`src/logic/rob_config.svh`:
```
`ifndef ROB_CONFIG_SVH
`define ROB_CONFIG_SVH

// reorder buffer entries, a power of two
// tags are log2 of this wide
`define ROB_DEPTH 8

// retired stores waiting for their APB write
`define SB_DEPTH 4

// data and address width
`define XLEN 32

`endif

```
`src/logic/rob_pkg.sv`:
```
`include "rob_config.svh"

package rob_pkg;

	typedef enum logic [1:0] {
		KIND_ALU,
		KIND_BRANCH,
		KIND_STORE,
		KIND_UNCACHED_LOAD
	} entry_kind_e;

	typedef logic [$clog2(`ROB_DEPTH)-1:0] rob_tag_t;

	// phase of one requester's own APB transfer
	typedef enum logic [1:0] {
		APB_IDLE,
		APB_SETUP,
		APB_ACCESS
	} apb_phase_e;

	typedef struct packed {
		logic [31:0]      unused;
		logic [`XLEN-1:0] value;
	} alu_result_t;

	typedef struct packed {
		logic             mispredict;
		logic [30:0]      unused;
		logic [`XLEN-1:0] target;
	} branch_result_t;

	typedef struct packed {
		logic [`XLEN-1:0] addr;
		logic [`XLEN-1:0] data;
	} mem_result_t;

	// view picked by the kind of the owning entry
	typedef union packed {
		alu_result_t    alu;
		branch_result_t branch;
		mem_result_t    mem;
	} rob_result_u;

	typedef struct packed {
		logic             valid;
		entry_kind_e      kind;
		logic [4:0]       dst;
		logic [`XLEN-1:0] pc;
	} dispatch_t;

	typedef struct packed {
		logic        valid;
		rob_tag_t    tag;
		rob_result_u result;
	} complete_t;

	typedef struct packed {
		logic             valid;
		entry_kind_e      kind;
		logic [4:0]       dst;
		logic [`XLEN-1:0] value;
		logic [`XLEN-1:0] pc;
	} retire_t;

	typedef struct packed {
		logic             psel;
		logic             penable;
		logic             pwrite;
		logic [`XLEN-1:0] paddr;
		logic [`XLEN-1:0] pwdata;
		logic [3:0]       pstrb;
	} apb_req_t;

	typedef struct packed {
		logic [`XLEN-1:0] prdata;
		logic             pready;
		logic             pslverr;
	} apb_resp_t;

	typedef struct packed {
		entry_kind_e      kind;
		logic [4:0]       dst;
		logic [`XLEN-1:0] pc;
		rob_result_u      result;
	} rob_entry_t;

endpackage

```
`src/logic/apb_arbiter.sv`:
```
`timescale 1ns/1ps

module apb_arbiter (
	input  logic               clk,
	input  logic               reset,
	input  rob_pkg::apb_req_t  req0,
	output rob_pkg::apb_resp_t resp0,
	input  rob_pkg::apb_req_t  req1,
	output rob_pkg::apb_resp_t resp1,
	output rob_pkg::apb_req_t  bus_req,
	input  rob_pkg::apb_resp_t bus_resp
);
	logic locked;
	logic owner;
	logic last;
	logic sel;
	logic any_req;

	assign any_req = req0.psel | req1.psel;

	// the port that did not win last goes first
	always_comb begin
		if (locked) begin
			sel = owner;
		end else if (req0.psel && req1.psel) begin
			sel = ~last;
		end else begin
			sel = req1.psel;
		end
	end

	// grant cycle is the bus setup phase, locked cycles are access
	always_comb begin
		bus_req = '0;
		if (locked || any_req) begin
			bus_req = sel ? req1 : req0;
			bus_req.psel = 1'b1;
			bus_req.penable = locked;
		end
	end

	// a port that is not the owner keeps waiting
	always_comb begin
		resp0 = bus_resp;
		resp1 = bus_resp;
		resp0.pready = locked & ~owner & bus_resp.pready;
		resp1.pready = locked & owner & bus_resp.pready;
		resp0.pslverr = locked & ~owner & bus_resp.pslverr;
		resp1.pslverr = locked & owner & bus_resp.pslverr;
	end

	always_ff @(posedge clk) begin
		if (reset) begin
			locked <= 1'b0;
			owner <= 1'b0;
			last <= 1'b1;
		end else if (!locked) begin
			if (any_req) begin
				locked <= 1'b1;
				owner <= sel;
			end
		end else if (bus_resp.pready) begin
			locked <= 1'b0;
			last <= owner;
		end
	end

endmodule

```
`src/logic/reorder_buffer.sv`:
```
`timescale 1ns/1ps
`include "rob_config.svh"

module reorder_buffer (
	input  logic                 clk,
	input  logic                 reset,
	input  rob_pkg::dispatch_t   dispatch,
	output logic                 dispatch_ready,
	output rob_pkg::rob_tag_t    dispatch_tag,
	input  rob_pkg::complete_t   complete,
	output rob_pkg::retire_t     retire,
	output logic                 redirect_valid,
	output logic [31:0]          redirect_pc,
	output rob_pkg::mem_result_t sb_push,
	output logic                 sb_push_valid,
	input  logic                 sb_ready,
	output logic [31:0]          ld_addr,
	input  logic                 ld_conflict,
	output rob_pkg::apb_req_t    ld_req,
	input  rob_pkg::apb_resp_t   ld_resp
);
	import rob_pkg::*;

	localparam int TAG_W = $clog2(`ROB_DEPTH);

	// extra msb tells full from empty
	logic [TAG_W:0] head;
	logic [TAG_W:0] tail;
	rob_tag_t head_idx;
	rob_tag_t tail_idx;
	logic [`ROB_DEPTH-1:0] done;

	logic full;
	logic empty;
	logic dispatch_fire;
	logic head_done;
	logic retire_fire;

	rob_entry_t info_wdata;
	rob_entry_t info_rdata;
	rob_entry_t result_wdata;
	rob_entry_t result_rdata;
	entry_kind_e head_kind;
	rob_result_u head_result;

	apb_phase_e ld_state;
	apb_phase_e ld_state_next;

	assign head_idx = head[TAG_W-1:0];
	assign tail_idx = tail[TAG_W-1:0];
	assign full = (head[TAG_W] != tail[TAG_W]) && (head_idx == tail_idx);
	assign empty = (head == tail);

	// no allocation while the tail is being pulled back
	assign dispatch_ready = ~full & ~redirect_valid;
	assign dispatch_tag = tail_idx;
	assign dispatch_fire = dispatch.valid & dispatch_ready;

	// static fields at dispatch
	always_comb begin
		info_wdata = '0;
		info_wdata.kind = dispatch.kind;
		info_wdata.dst = dispatch.dst;
		info_wdata.pc = dispatch.pc;
	end

	// result at completion, only the union part is read back
	always_comb begin
		result_wdata = '0;
		result_wdata.result = complete.result;
	end

	rob_ram info_ram (
		.clk,
		.we(dispatch_fire),
		.waddr(tail_idx),
		.wdata(info_wdata),
		.raddr(head_idx),
		.rdata(info_rdata)
	);

	rob_ram result_ram (
		.clk,
		.we(complete.valid),
		.waddr(complete.tag),
		.wdata(result_wdata),
		.raddr(head_idx),
		.rdata(result_rdata)
	);

	assign head_kind = info_rdata.kind;
	assign head_result = result_rdata.result;
	assign head_done = ~empty & done[head_idx];

	// head retirement by kind
	always_comb begin
		retire_fire = 1'b0;
		redirect_valid = 1'b0;
		sb_push_valid = 1'b0;
		if (head_done) begin
			case (head_kind)
				KIND_ALU: begin
					retire_fire = 1'b1;
				end
				KIND_BRANCH: begin
					retire_fire = 1'b1;
					redirect_valid = head_result.branch.mispredict;
				end
				KIND_STORE: begin
					sb_push_valid = 1'b1;
					retire_fire = sb_ready;
				end
				default: begin
					// uncached load leaves with the read data
					retire_fire = (ld_state == APB_ACCESS) & ld_resp.pready;
				end
			endcase
		end
	end

	always_comb begin
		retire.valid = retire_fire;
		retire.kind = head_kind;
		retire.dst = info_rdata.dst;
		retire.pc = info_rdata.pc;
		case (head_kind)
			KIND_ALU: retire.value = head_result.alu.value;
			KIND_UNCACHED_LOAD: retire.value = ld_resp.prdata;
			default: retire.value = '0;
		endcase
	end

	assign redirect_pc = head_result.branch.target;
	assign sb_push = head_result.mem;
	assign ld_addr = head_result.mem.addr;

	always_ff @(posedge clk) begin
		if (reset) begin
			head <= '0;
			tail <= '0;
			done <= '0;
		end else begin
			if (retire_fire) begin
				head <= head + 1'b1;
			end
			// flush drops everything younger than the branch
			if (redirect_valid) begin
				tail <= head + 1'b1;
			end else if (dispatch_fire) begin
				tail <= tail + 1'b1;
			end
			if (dispatch_fire) begin
				done[tail_idx] <= 1'b0;
			end
			if (complete.valid) begin
				done[complete.tag] <= 1'b1;
			end
		end
	end

	// uncached load runs setup then access
	always_comb begin
		ld_state_next = ld_state;
		case (ld_state)
			APB_IDLE: begin
				if (head_done && head_kind == KIND_UNCACHED_LOAD && !ld_conflict) begin
					ld_state_next = APB_SETUP;
				end
			end
			APB_SETUP: ld_state_next = APB_ACCESS;
			APB_ACCESS: begin
				if (ld_resp.pready) begin
					ld_state_next = APB_IDLE;
				end
			end
			default: ld_state_next = APB_IDLE;
		endcase
	end

	always_ff @(posedge clk) begin
		if (reset) begin
			ld_state <= APB_IDLE;
		end else begin
			ld_state <= ld_state_next;
		end
	end

	// read transfer, strobes stay low
	always_comb begin
		ld_req = '0;
		ld_req.psel = (ld_state != APB_IDLE);
		ld_req.penable = (ld_state == APB_ACCESS);
		ld_req.paddr = head_result.mem.addr;
	end

endmodule

```
`src/logic/rob_ram.sv`:
```
`timescale 1ns/1ps
`include "rob_config.svh"

module rob_ram (
	input  logic                clk,
	input  logic                we,
	input  rob_pkg::rob_tag_t   waddr,
	input  rob_pkg::rob_entry_t wdata,
	input  rob_pkg::rob_tag_t   raddr,
	output rob_pkg::rob_entry_t rdata
);
	import rob_pkg::*;

	rob_entry_t mem [`ROB_DEPTH];

	// one write per cycle
	always_ff @(posedge clk) begin
		if (we) begin
			mem[waddr] <= wdata;
		end
	end

	// read is async so the head entry is visible in the same cycle
	assign rdata = mem[raddr];

endmodule

```
`src/logic/rob_top.sv`:
```
`timescale 1ns/1ps

module rob_top (
	input  logic               clk,
	input  logic               reset,
	input  rob_pkg::dispatch_t dispatch,
	output logic               dispatch_ready,
	output rob_pkg::rob_tag_t  dispatch_tag,
	input  rob_pkg::complete_t complete,
	output rob_pkg::retire_t   retire,
	output logic               redirect_valid,
	output logic [31:0]        redirect_pc,
	output rob_pkg::apb_req_t  apb_req,
	input  rob_pkg::apb_resp_t apb_resp
);
	import rob_pkg::*;

	apb_req_t ld_req;
	apb_resp_t ld_resp;
	apb_req_t st_req;
	apb_resp_t st_resp;
	mem_result_t sb_push;
	logic sb_push_valid;
	logic sb_ready;
	logic [31:0] ld_addr;
	logic ld_conflict;

	reorder_buffer rob (
		.clk,
		.reset,
		.dispatch,
		.dispatch_ready,
		.dispatch_tag,
		.complete,
		.retire,
		.redirect_valid,
		.redirect_pc,
		.sb_push,
		.sb_push_valid,
		.sb_ready,
		.ld_addr,
		.ld_conflict,
		.ld_req,
		.ld_resp
	);

	store_buffer sb (
		.clk,
		.reset,
		.push(sb_push),
		.push_valid(sb_push_valid),
		.ready(sb_ready),
		.ld_addr,
		.ld_conflict,
		.apb_req(st_req),
		.apb_resp(st_resp)
	);

	// load port on 0, store drain on 1
	apb_arbiter arb (
		.clk,
		.reset,
		.req0(ld_req),
		.resp0(ld_resp),
		.req1(st_req),
		.resp1(st_resp),
		.bus_req(apb_req),
		.bus_resp(apb_resp)
	);

endmodule

```
`src/logic/store_buffer.sv`:
```
`timescale 1ns/1ps
`include "rob_config.svh"

module store_buffer (
	input  logic                 clk,
	input  logic                 reset,
	input  rob_pkg::mem_result_t push,
	input  logic                 push_valid,
	output logic                 ready,
	input  logic [31:0]          ld_addr,
	output logic                 ld_conflict,
	output rob_pkg::apb_req_t    apb_req,
	input  rob_pkg::apb_resp_t   apb_resp
);
	import rob_pkg::*;

	localparam int PTR_W = $clog2(`SB_DEPTH);

	logic [31:0] addr_q [`SB_DEPTH];
	logic [31:0] data_q [`SB_DEPTH];
	logic [`SB_DEPTH-1:0] vld;
	logic [PTR_W-1:0] rd_ptr;
	logic [PTR_W-1:0] wr_ptr;
	logic [PTR_W-1:0] rd_next;
	logic push_fire;
	logic drain_done;
	apb_phase_e state;
	apb_phase_e state_next;

	// next write slot still occupied means full
	assign ready = ~vld[wr_ptr];
	assign push_fire = push_valid & ready;
	assign drain_done = (state == APB_ACCESS) & apb_resp.pready;
	assign rd_next = rd_ptr + 1'b1;

	always_comb begin
		state_next = state;
		case (state)
			APB_IDLE: begin
				if (vld[rd_ptr] || push_fire) begin
					state_next = APB_SETUP;
				end
			end
			APB_SETUP: state_next = APB_ACCESS;
			APB_ACCESS: begin
				// back to back when another store is waiting
				if (apb_resp.pready) begin
					state_next = (vld[rd_next] || push_fire) ? APB_SETUP : APB_IDLE;
				end
			end
			default: state_next = APB_IDLE;
		endcase
	end

	always_ff @(posedge clk) begin
		if (push_fire) begin
			addr_q[wr_ptr] <= push.addr;
			data_q[wr_ptr] <= push.data;
		end
	end

	always_ff @(posedge clk) begin
		if (reset) begin
			vld <= '0;
			rd_ptr <= '0;
			wr_ptr <= '0;
			state <= APB_IDLE;
		end else begin
			state <= state_next;
			if (push_fire) begin
				vld[wr_ptr] <= 1'b1;
				wr_ptr <= wr_ptr + 1'b1;
			end
			if (drain_done) begin
				vld[rd_ptr] <= 1'b0;
				rd_ptr <= rd_next;
			end
		end
	end

	// word match against every pending store
	always_comb begin
		ld_conflict = 1'b0;
		for (int i = 0; i < `SB_DEPTH; i++) begin
			if (vld[i] && addr_q[i][31:2] == ld_addr[31:2]) begin
				ld_conflict = 1'b1;
			end
		end
	end

	always_comb begin
		apb_req.psel = (state != APB_IDLE);
		apb_req.penable = (state == APB_ACCESS);
		apb_req.pwrite = 1'b1;
		apb_req.paddr = addr_q[rd_ptr];
		apb_req.pwdata = data_q[rd_ptr];
		apb_req.pstrb = 4'hf;
	end

endmodule
```
`config.mk`:
```
export PLATFORM = sky130hd
export DESIGN_NAME = rob_top
export DESIGN_NICKNAME = d
export VERILOG_FILES = /design/src/logic/rob_pkg.sv /design/src/logic/apb_arbiter.sv /design/src/logic/reorder_buffer.sv /design/src/logic/rob_ram.sv /design/src/logic/rob_top.sv /design/src/logic/store_buffer.sv
export VERILOG_INCLUDE_DIRS = /design/src /design/src/logic
export SDC_FILE = /design/constraint.sdc
export NUM_CORES = 1
export LEC_CHECK = 0
export BUFFER_PORTS_ARGS = -buffer_cell sky130_fd_sc_hd__buf_2
export CORE_ASPECT_RATIO = 0.75
export CORE_MARGIN = 2
export CORE_UTILIZATION = 55
export DETAILED_ROUTE_END_ITERATION = 10
export GPL_TIMING_DRIVEN = 1
export MAX_ROUTING_LAYER = met4
export PLACE_DENSITY = 0.74
export SLEW_MARGIN = 20
export SYNTH_ARGS = -nofsm -noshare
export SYNTH_HDL_FRONTEND = slang
export SYNTH_SLANG_ARGS = --single-unit
```
`constraint.sdc`:
```
create_clock -name clk -period 9.1 [get_ports clk]
set_input_delay 1.82 -clock clk [delete_from_list [all_inputs] [get_ports clk]]
set_output_delay 1.82 -clock clk [all_outputs]
set_load 0.01 [all_outputs]
```
==> results of run 1 <==
-- placed cells by master (no fill, tap or decap), types with 11 or more instances in the layout --
master	Yosys	final
inv_1	45	43
and2_1	40	36
dfxtp_1	36	31
xnor2_1	49	49
nand2_1	267	267
buf_2	29	322
mux2i_1	30	30
clkbuf_1	48	20
nor2_1	75	69
o21ai_2	12	12
clkbuf_16	0	112
nand4_1	27	27
clkinv_1	1	28
nor4_1	11	11
clkinv_2	0	21
bufinv_16	0	15
mux4_2	258	258
xor2_1	83	83
a22oi_1	46	46
buf_4	12	41
diode_2	0	18
edfxtp_1	1080	1080
o31ai_1	26	26
ha_1	15	14
-- power groups by stage --
stage                     Clock, uW  Combinational (uW)  Sequential (uW)
after floorplan                   0                 403             5890
after global placement            0                 753             5880
after detailed placement          0                 766             5900
after CTS                      4620                 772             5790
after global routing           4810                 830             5790
final                          4550                 771             5790
-- per-stage QoR --
| step | area (um^2) | util (%) | hold slack, ps |
|---|---|---|---|
| 5_1_grt | 51100 | 63.6 | 519 |
| 2_1_floorplan | 44700 | - | 430 |
| 6_report | 51100 | 63.6 | 486 |
| 3_3_place_gp | 47500 | 59.0 | 443 |
| 3_5_place_dp | 47500 | 59.0 | 479 |
| 4_1_cts | 51100 | 63.5 | 491 |
-- routing by layer --
layer / routed length [um] / GRT usage, %
met5: 0 / -
met4: 2570 / 7.49
met2: 49800 / 39.4
met3: 8120 / 5.27
met1: 42200 / 35.2
-- tightest hold or removal path: stages (launching register included) --
cell     delay (ps)
dfxtp_1         310
o21ai_0          70
a21oi_1          60
-- cell type report --
type	count	area (um^2)	area share (%)
Antenna cell	18	45.0	0.0881
Timing Repair Buffer	364	1940	3.79
Inverter	46	176	0.345
Multi-Input combinational cell	1035	10800	21.2
Clock buffer	134	2910	5.68
Clock inverter	69	729	1.43
Sequential cell	1116	33200	64.9
Tap cell	1058	1320	2.59
-- flip-flops by register name, summed over array words and instances (netlist names), 2 cells and up, named ones only --
name                flops
rob.done                8
rob.head                4
rob.info_ram.mem      312
rob.ld_state            2
rob.result_ram.mem    512
rob.tail                4
sb.addr_q             128
sb.data_q             128
sb.rd_ptr               2
sb.state                2
sb.vld                  4
sb.wr_ptr               2
-- final timing paths --
kind,start,endpoint,slack [ps],depth (start not counted)
max reg2reg,register,sb.data_q[0][25],4290,10
max,register,retire[49],2850,9
min reg2reg,rob.done[6],rob.done[6],490,2
min,rob.done[6],rob.done[6],490,2
-- logic make-up after synthesis --
logic type,share of synthesized area (%)
buffers and inverters,1.76
flip-flops,74.2
AND/OR/NAND/NOR,4.58
XOR/XNOR,2.59
AO/OA/AOI/OAI,1.99
adder cells (fa/ha/maj),0.420
multiplexers,14.5
==> results.json, run 1 <==
{
  "cts-root-buf": "clkbuf_16",
  "yosysUniqueCellTypes": 51,
  "instances_no_fill": 3840,
  "synth_nets": 2479,
  "finalSetupViolations": 0,
  "critPathLaunchType": "register",
  "grt_pass1_vias": 23800,
  "drc": 0,
  "p_int_uw": 8690,
  "grt_usage_pct": 25.6,
  "io_pins": 324,
  "tritoncts": "done",
  "cts_hold_buf": 0,
  "cp_top_family": "flip-flops",
  "clk_latency_ps": 690,
  "dp_worst_setup_slack_ps": 3530,
  "synth_seq_area_share_pct": 74.2,
  "cpMaxStageDelayCell": "dfxtp_4",
  "p_total_uw": 11100,
  "postCtsSetupRepairBufs": 0,
  "synth_area_leaders": "edfxtp_1, mux4_2, nand2_1, xor2_1, dfxtp_1",
  "synth_cells": 2320,
  "cts.sinks": 1116,
  "post_cts_resized": 0,
  "start_util_pct": 55.6,
  "drtPass1Iterations": 5,
  "switching_share_pct": 21.8,
  "finalHoldViolCount": 0,
  "dpl.cell_count": 3619,
  "setup_tns_ps": 0,
  "hpwl_um": 60200,
  "clock_path_buffers": 3,
  "synth_top_cell_area_share_pct": 72.6,
  "ctsHtreeMaxLevel": 3,
  "fillers": 5454,
  "synth-edff-count": 1080,
  "viasPerCell": 6.04,
  "drt_iter0_drc": 2584,
  "path_cells": "buf_12 > mux4_2 > nand2_1 > and2_1 > inv_1 > ha_2 > a22oi_1 > nor2_1 > buf_2",
  "die-area_um2": 83600,
  "io_buffers": 322,
  "yosys.cell_count.top_type": "edfxtp_1",
  "core_um2": 80400,
  "min_period_ps": 6250,
  "fin_skew_ps": 26.4,
  "finalWirelength_um": 103000,
  "slowest_delay_ps": 870,
  "die_x_um": 333,
  "pwr-share-comb_pct": 6.9,
  "relSlewSlack_pct": 32.5,
  "path_class": "register to primary output",
  "critPathBufInv": 3,
  "num_rows": 90,
  "syn-cell-area_um2": 44700,
  "syn_to_final_growth_pct": 14.4,
  "drive_above_1_share_pct": 30.1,
  "hp-class": "register to register",
  "leakage_uw": 0.0170,
  "avgSynthCellArea_um2": 19.3,
  "path_max_fanout": 116,
  "clock_power_share_pct": 41.0,
  "max-vdd-ir-drop_mv": 0.181,
  "wire_per_inst_um": 26.7,
  "grt_setup_unrepaired": "no",
  "end_kind": "primary output",
  "synthTopCellsByCount": "edfxtp_1, nand2_1, mux4_2",
  "nets": 2829,
  "status": "finished clean",
  "cts.clk_slew.worst_paths_ps": 60,
  "powerDensity_nw_per_um2": 217,
  "yosysTopAreaCell": "edfxtp_1",
  "fmax_mhz": 160,
  "critPathArrivalTime_ps": 4430,
  "worst_pin_slew_ps": 1010,
  "slew_violations": 0,
  "die_h_um": 251,
  "vias": 23200,
  "ant_nets": 0,
  "crit_required_ps": 7280,
  "synth-seq-cells": 1116,
  "gp_congestion": 0.841,
  "grt_overflow": 0,
  "switchingPower_uw": 2420,
  "antenna_found_initial": 22,
  "ys_warn_count": 0,
  "grt_start_max_net_pins": 117,
  "grt_first_pass_wirelength_um": 152000,
  "setup_ws_ps": 2850,
  "min_period_over_period_pct": 68.7,
  "cts_made_buffers": 107,
  "ys.flop_type": "edfxtp_1",
  "synthArstFlopShare_pct": 0,
  "maxCapViolCount": 0,
  "sequentialPowerShare_pct": 52.1
}
(Power assumes the default switching activity.)
==> run 2: changes to the inputs <==
- clock period: 9.1 -> 6.3 ns (I/O delays scaled with it)
==> run 2 against run 1 <==
Clock-buffer cell count is 4 lower; setup slack lost 1700 ps; utilization is essentially flat; combinational power is 44% higher; sequential share of layout area barely moved; cell count down 0.18%; power grew 43%; critical path depth is 1 lower; register-to-register slack worse by 2400 ps; clock skew is 2.4 ps higher.
==> results.json, run 2 (synthesis results as in run 1) <==
{
  "status": "finished clean",
  "cts_hold_buf": 0,
  "vias": 23300,
  "drtPass1Iterations": 5,
  "path_class": "register to primary output",
  "end_kind": "primary output",
  "dpl_cell_area_um2": 47500,
  "drt_iter0_drc": 2595,
  "r2r_cells": 8,
  "fillers": 5436,
  "fin_skew_ps": 28.9,
  "crit_required_ps": 5040,
  "cpMaxStageDelayCell": "dfxtp_4",
  "grt_start_max_net_pins": 123,
  "path_cells": "mux4_2 > nand2_1 > and2_1 > inv_1 > ha_2 > a22oi_1 > nor2_1 > buf_2",
  "hp-class": "register to register",
  "slew_violations": 0,
  "relSlewSlack_pct": 28.0,
  "finalWirelength_um": 103000,
  "post_cts_resized": 0,
  "finalHoldViolCount": 0,
  "core_um2": 80400,
  "path_max_fanout": 38,
  "wire_per_inst_um": 26.8,
  "r2r_setup_slack_ps": 1930,
  "worst_pin_slew_ps": 1080,
  "cts_made_buffers": 105,
  "drive_above_1_share_pct": 30.3,
  "die-area_um2": 83600,
  "holdPathStages": 2,
  "whs_endpoint": "arb.last",
  "cts.sinks": 1116,
  "final_common_cell": "edfxtp_1",
  "largest_reg_flops": 512,
  "io_buffers": 322,
  "instances_no_fill": 3833,
  "r2r-end": "sb.addr_q[0][13]",
  "grt_setup_unrepaired": "no",
  "clk_latency_ps": 680,
  "regMostFlops": "rob.result_ram.mem",
  "finalSetupViolations": 0,
  "nets": 2830,
  "ctsHtreeMaxLevel": 3,
  "grt_first_pass_wirelength_um": 151000,
  "min_period_over_period_pct": 81.7,
  "min_period_ps": 5150,
  "dpl.cell_count": 3622,
  "viasPerCell": 6.07,
  "num_rows": 90,
  "powerDensity_nw_per_um2": 312,
  "max-vdd-ir-drop_mv": 0.234,
  "die_x_um": 333,
  "critPathArrivalTime_ps": 3890,
  "grt_pass1_vias": 23600,
  "syn_to_final_growth_pct": 14.4,
  "fmax_mhz": 194,
  "antenna_found_initial": 29,
  "leakage_uw": 0.0169,
  "critPathLaunchType": "register",
  "ant_nets": 0,
  "clock_path_buffers": 3,
  "tritoncts": "done",
  "drc": 0,
  "postCtsSetupRepairBufs": 0,
  "gp_congestion": 0.864,
  "io_pins": 324,
  "grt_overflow": 0,
  "hpwl_um": 61000,
  "biggestRegsByFlops": "rob.result_ram.mem (512), rob.info_ram.mem (312)",
  "slowest_delay_ps": 910,
  "die_h_um": 251,
  "finalInstanceArea_um2": 51100,
  "final_cell_mix": "edfxtp_1, buf_2, nand2_1",
  "start_util_pct": 55.6,
  "grt_usage_pct": 25.3,
  "maxCapViolCount": 0,
  "cts.clk_slew.worst_paths_ps": 60,
  "cts-root-buf": "clkbuf_16",
  "min_from": "arb.last"
}
[run 2: cell count changes in the layout (fill, tap and decap cells not counted), sizes merged]
cell,change
buf,+3
clkbuf,-4
clkinvlp,+1
inv,-1
clkinv,-7
bufinv,+1
[run 2: critical path, delay by kind of cell (launching register included)]
kind / cells / cell delay, ps
AO/OA/AOI/OAI: 1 / 200
adder cells (fa/ha/maj): 1 / 840
buffers and inverters: 2 / 330
flip-flops: 1 / 910
multiplexers: 1 / 370
AND/OR/NAND/NOR: 3 / 520
[run 2: where the power goes]
part           total [uW]  internal, uW  switching, uW
clock network        6480          3780           2700
registers            8360          8300           53.1
logic                1110           371            734
total               15900         12500           3490
[run 2: worst max path at each step]
stage / to / cells past startpoint
3_5_place_dp: retire[63] / 8
5_1_grt: retire[63] / 8
3_3_place_gp: dispatch_ready / 7
6_report: retire[63] / 8
2_1_floorplan: rob.done[4] / 16
4_1_cts: retire[63] / 8
[run 2: per-layer routing]
metal  wire length [um]  vias to the layer above  share of wire, %  track usage, %
li1                   -                     9933                 -               -
met1              42100                    12100                41            34.9
met2              49900                     1051                49            39.4
met3               8430                      164               8.2            5.34
met4               2110                        0               2.1            6.09
met5                  0                        -                 0               -
[run 2: layout make-up]
cell class	instances	area, um^2	share of cell area [%]
multi-input cells	1035	10900	21.2
repair buffers	367	2010	3.93
inverters	46	176	0.345
clock buffers	130	2750	5.38
diodes	18	45.0	0.0881
well taps	1058	1320	2.59
clock inverters	63	798	1.56
flip-flops and latches	1116	33200	64.9
[run 2: stage by stage]
step           hold slack, ps  setup WS (ps)  TNS (ps)  utilization [%]  power [uW]
2_1_floorplan             430           -174     -9110                -        9080
3_3_place_gp              445           1870         0             59.1        9580
3_5_place_dp              472           1820         0             59.1        9620
4_1_cts                   491           1060         0             63.5       16000
5_1_grt                   528            943         0             63.6       16400
6_report                  491           1150         0             63.6       15900
==> run 3: changes to the inputs <==
- ABC_AREA: default -> 1
- clock period: 6.3 -> 5.2 ns (I/O delays scaled with it)
==> run 3 against run 2 <==
Synthesized cell count rose by 82%; combinational power rose by 100%; wire length rose by 19%; die area rose by 6.1%; non-clock buffer count rose by 16; clock power rose by 13%; utilization fell by 1.1 points; worst hold slack got worse by 25 ps; area after synthesis rose by 6.2%; register-to-register slack got worse by 800 ps; flip-flop and latch count did not move; clock skew fell by 6.6 ps; critical path type unchanged; largest cell class unchanged; largest power group unchanged; highest routed layer unchanged.
==> results.json, run 3 <==
{
  "synth_top_cell_area_share_pct": 68.3,
  "tritoncts": "done",
  "die_x_um": 343,
  "switchingPower_uw": 4890,
  "holdPathStages": 2,
  "switching_share_pct": 24.8,
  "vias": 32900,
  "cts.clk_slew.worst_paths_ps": 60,
  "path_class": "register to primary output",
  "start_util_pct": 55.4,
  "leakage_uw": 0.0204,
  "ant_nets": 0,
  "maxCapViolCount": 0,
  "drc": 0,
  "ys_warn_count": 0,
  "grt_pass1_vias": 30600,
  "io_pins": 324,
  "critPathLaunchType": "register",
  "dpl_cell_area_um2": 50100,
  "avgSynthCellArea_um2": 11.3,
  "status": "finished clean",
  "yosys.cell_count.top_type": "edfxtp_1",
  "fillers": 6556,
  "grt_overflow": 0,
  "cts-root-buf": "clkbuf_16",
  "final_cell_mix": "edfxtp_1, nand2_1, nor2_1",
  "crit_required_ps": 4160,
  "worst_pin_slew_ps": 1040,
  "nets": 4627,
  "synthTopCellsByCount": "edfxtp_1, nand2_1, nor2_1",
  "synthArstFlopShare_pct": 0,
  "die-area_um2": 88700,
  "core_um2": 85600,
  "whs_endpoint": "arb.last",
  "clk_latency_ps": 680,
  "dp_worst_setup_slack_ps": 809,
  "r2r_setup_slack_ps": 1130,
  "viasPerCell": 5.75,
  "p_int_uw": 14800,
  "sequentialPowerShare_pct": 51.5,
  "powerDensity_nw_per_um2": 369,
  "end_kind": "primary output",
  "drive_above_1_share_pct": 14.0,
  "grt_start_max_net_pins": 218,
  "ctsHtreeMaxLevel": 3,
  "clock_path_buffers": 3,
  "yosysTopAreaCell": "edfxtp_1",
  "die_h_um": 258,
  "min_period_over_period_pct": 94.3,
  "r2r-end": "rob.info_ram.mem[3][16]",
  "critPathArrivalTime_ps": 3860,
  "gp_congestion": 0.890,
  "max-vdd-ir-drop_mv": 0.265,
  "ys.flop_type": "edfxtp_1",
  "cts.sinks": 1116,
  "synth_area_leaders": "edfxtp_1, nand2_1, o21ai_0, nor2_1, inv_1",
  "min_period_ps": 4900,
  "largest_reg_flops": 512,
  "num_rows": 93,
  "grt_first_pass_wirelength_um": 181000,
  "antenna_found_initial": 32,
  "relSlewSlack_pct": 30.4,
  "grt-busiest-layer": "met2",
  "use_met1_pct": 39.0,
  "cts_made_buffers": 104,
  "synth_nets": 4374,
  "postCtsSetupRepairBufs": 0,
  "cts_hold_buf": 0,
  "finalSetupViolations": 0,
  "synth-seq-cells": 1116,
  "slew_violations": 0,
  "io_buffers": 322,
  "synth_cells": 4215,
  "met3_usage_pct": 5.61,
  "fin_skew_ps": 22.3,
  "drt_iter0_drc": 4328,
  "clock_power_share_pct": 37.1,
  "r2r_cells": 12,
  "finalInstanceArea_um2": 53500,
  "hp-class": "register to register",
  "synth-edff-count": 1080,
  "wire_per_inst_um": 21.4,
  "syn-cell-area_um2": 47500,
  "path_max_fanout": 43,
  "drtPass1Iterations": 6,
  "finalHoldViolCount": 0,
  "post_cts_resized": 0,
  "synth_seq_area_share_pct": 69.9,
  "syn_to_final_growth_pct": 12.7,
  "finalWirelength_um": 122000,
  "setup_ws_ps": 299,
  "met2_usage_pct": 41.5,
  "biggestRegsByFlops": "rob.result_ram.mem (512), rob.info_ram.mem (312)",
  "final_common_cell": "edfxtp_1",
  "yosysUniqueCellTypes": 41,
  "min_from": "arb.last",
  "fmax_mhz": 204,
  "hpwl_um": 70300,
  "pwr-share-comb_pct": 11.4,
  "grt_usage_pct": 27.9,
  "regMostFlops": "rob.result_ram.mem"
}
-- run 3: cell count changes in the layout (fill, tap and decap cells not counted), sizes merged, moves of 40 or more --
cell | before | now
a21oi | 8 | 118
a22oi | 46 | 0
a31oi | 1 | 42
and2 | 40 | 0
inv | 45 | 428
mux2i | 44 | 0
mux4 | 262 | 0
nand2 | 267 | 696
nand3 | 5 | 267
nor2 | 75 | 587
o21ai | 19 | 461
o22ai | 0 | 112
xnor2 | 49 | 2
xor2 | 83 | 8
-- run 3: area by class of cell --
class                           count  area, um^2  area share (%)
Timing Repair Buffer              383        2230            4.17
Clock inverter                     68         573            1.07
Tap cell                         1140        1430            2.67
Multi-Input combinational cell   2437       11700            21.9
Inverter                          426        1620            3.03
Antenna cell                       26        65.1           0.122
Sequential cell                  1116       33200            62.0
Clock buffer                      120        2680            5.02
-- run 3: power by group through the flow --
| stage | clock [uW] | sequential (uW) | combinational (uW) |
|---|---|---|---|
| 6_report | 7320 | 10200 | 2250 |
| 5_1_grt | 7700 | 10200 | 2410 |
| 4_1_cts | 7370 | 10200 | 2210 |
| 3_5_place_dp | 0 | 10400 | 2200 |
| 3_3_place_gp | 0 | 10400 | 2180 |
| 2_1_floorplan | 0 | 10400 | 1130 |
-- run 3: routing by layer --
metal	vias up	part of all wire (%)
li1	15200	-
met1	15800	41
met2	1667	46
met3	234	10
met4	0	2.7
met5	-	0
-- run 3: worst max-delay path: stages, from the launching register on --
cell,delay [ps]
dfxtp_4,670
buf_4,470
o21ai_0,150
o22ai_1,160
nand2_1,60
o21ai_0,320
inv_1,220
ha_4,360
nor4_1,400
nor3_2,160
buf_2,190
-- run 3: how the worst max path moves through the flow --
stage / start / to / slack, ps / depth (start not counted)
after floorplan: register / sb.vld[0] / -350 / 16
after global placement: register / retire[50] / 810 / 9
after detailed placement: register / retire[50] / 810 / 9
after CTS: register / retire[50] / 50 / 9
after global routing: register / retire[71] / -10 / 10
final: register / retire[71] / 300 / 10
-- run 3: logic make-up after synthesis --
| group | after synthesis | share of synthesized area (%) |
|---|---|---|
| and+or+nand+nor | 1582 | 13.9 |
| DFF | 1116 | 69.9 |
| AOI/OAI and AO/OA | 830 | 9.85 |
| buffers and inverters | 662 | 5.81 |
| adders and majority gates | 15 | 0.396 |
| xor gates and xnor gates | 10 | 0.185 |
-- run 3: per-stage QoR --
stage / setup TNS (ps) / utilization, % / hold WS (ps) / cells / total power, uW
after floorplan: -89480 / - / 430 / 4215 / 11500
after global placement: 0 / 58.5 / 446 / 5500 / 12500
after detailed placement: 0 / 58.5 / 451 / 5500 / 12600
after CTS: 0 / 62.3 / 466 / 5688 / 19800
after global routing: -10.3 / 62.5 / 504 / 5714 / 20300
final: 0 / 62.5 / 465 / 5716 / 19700
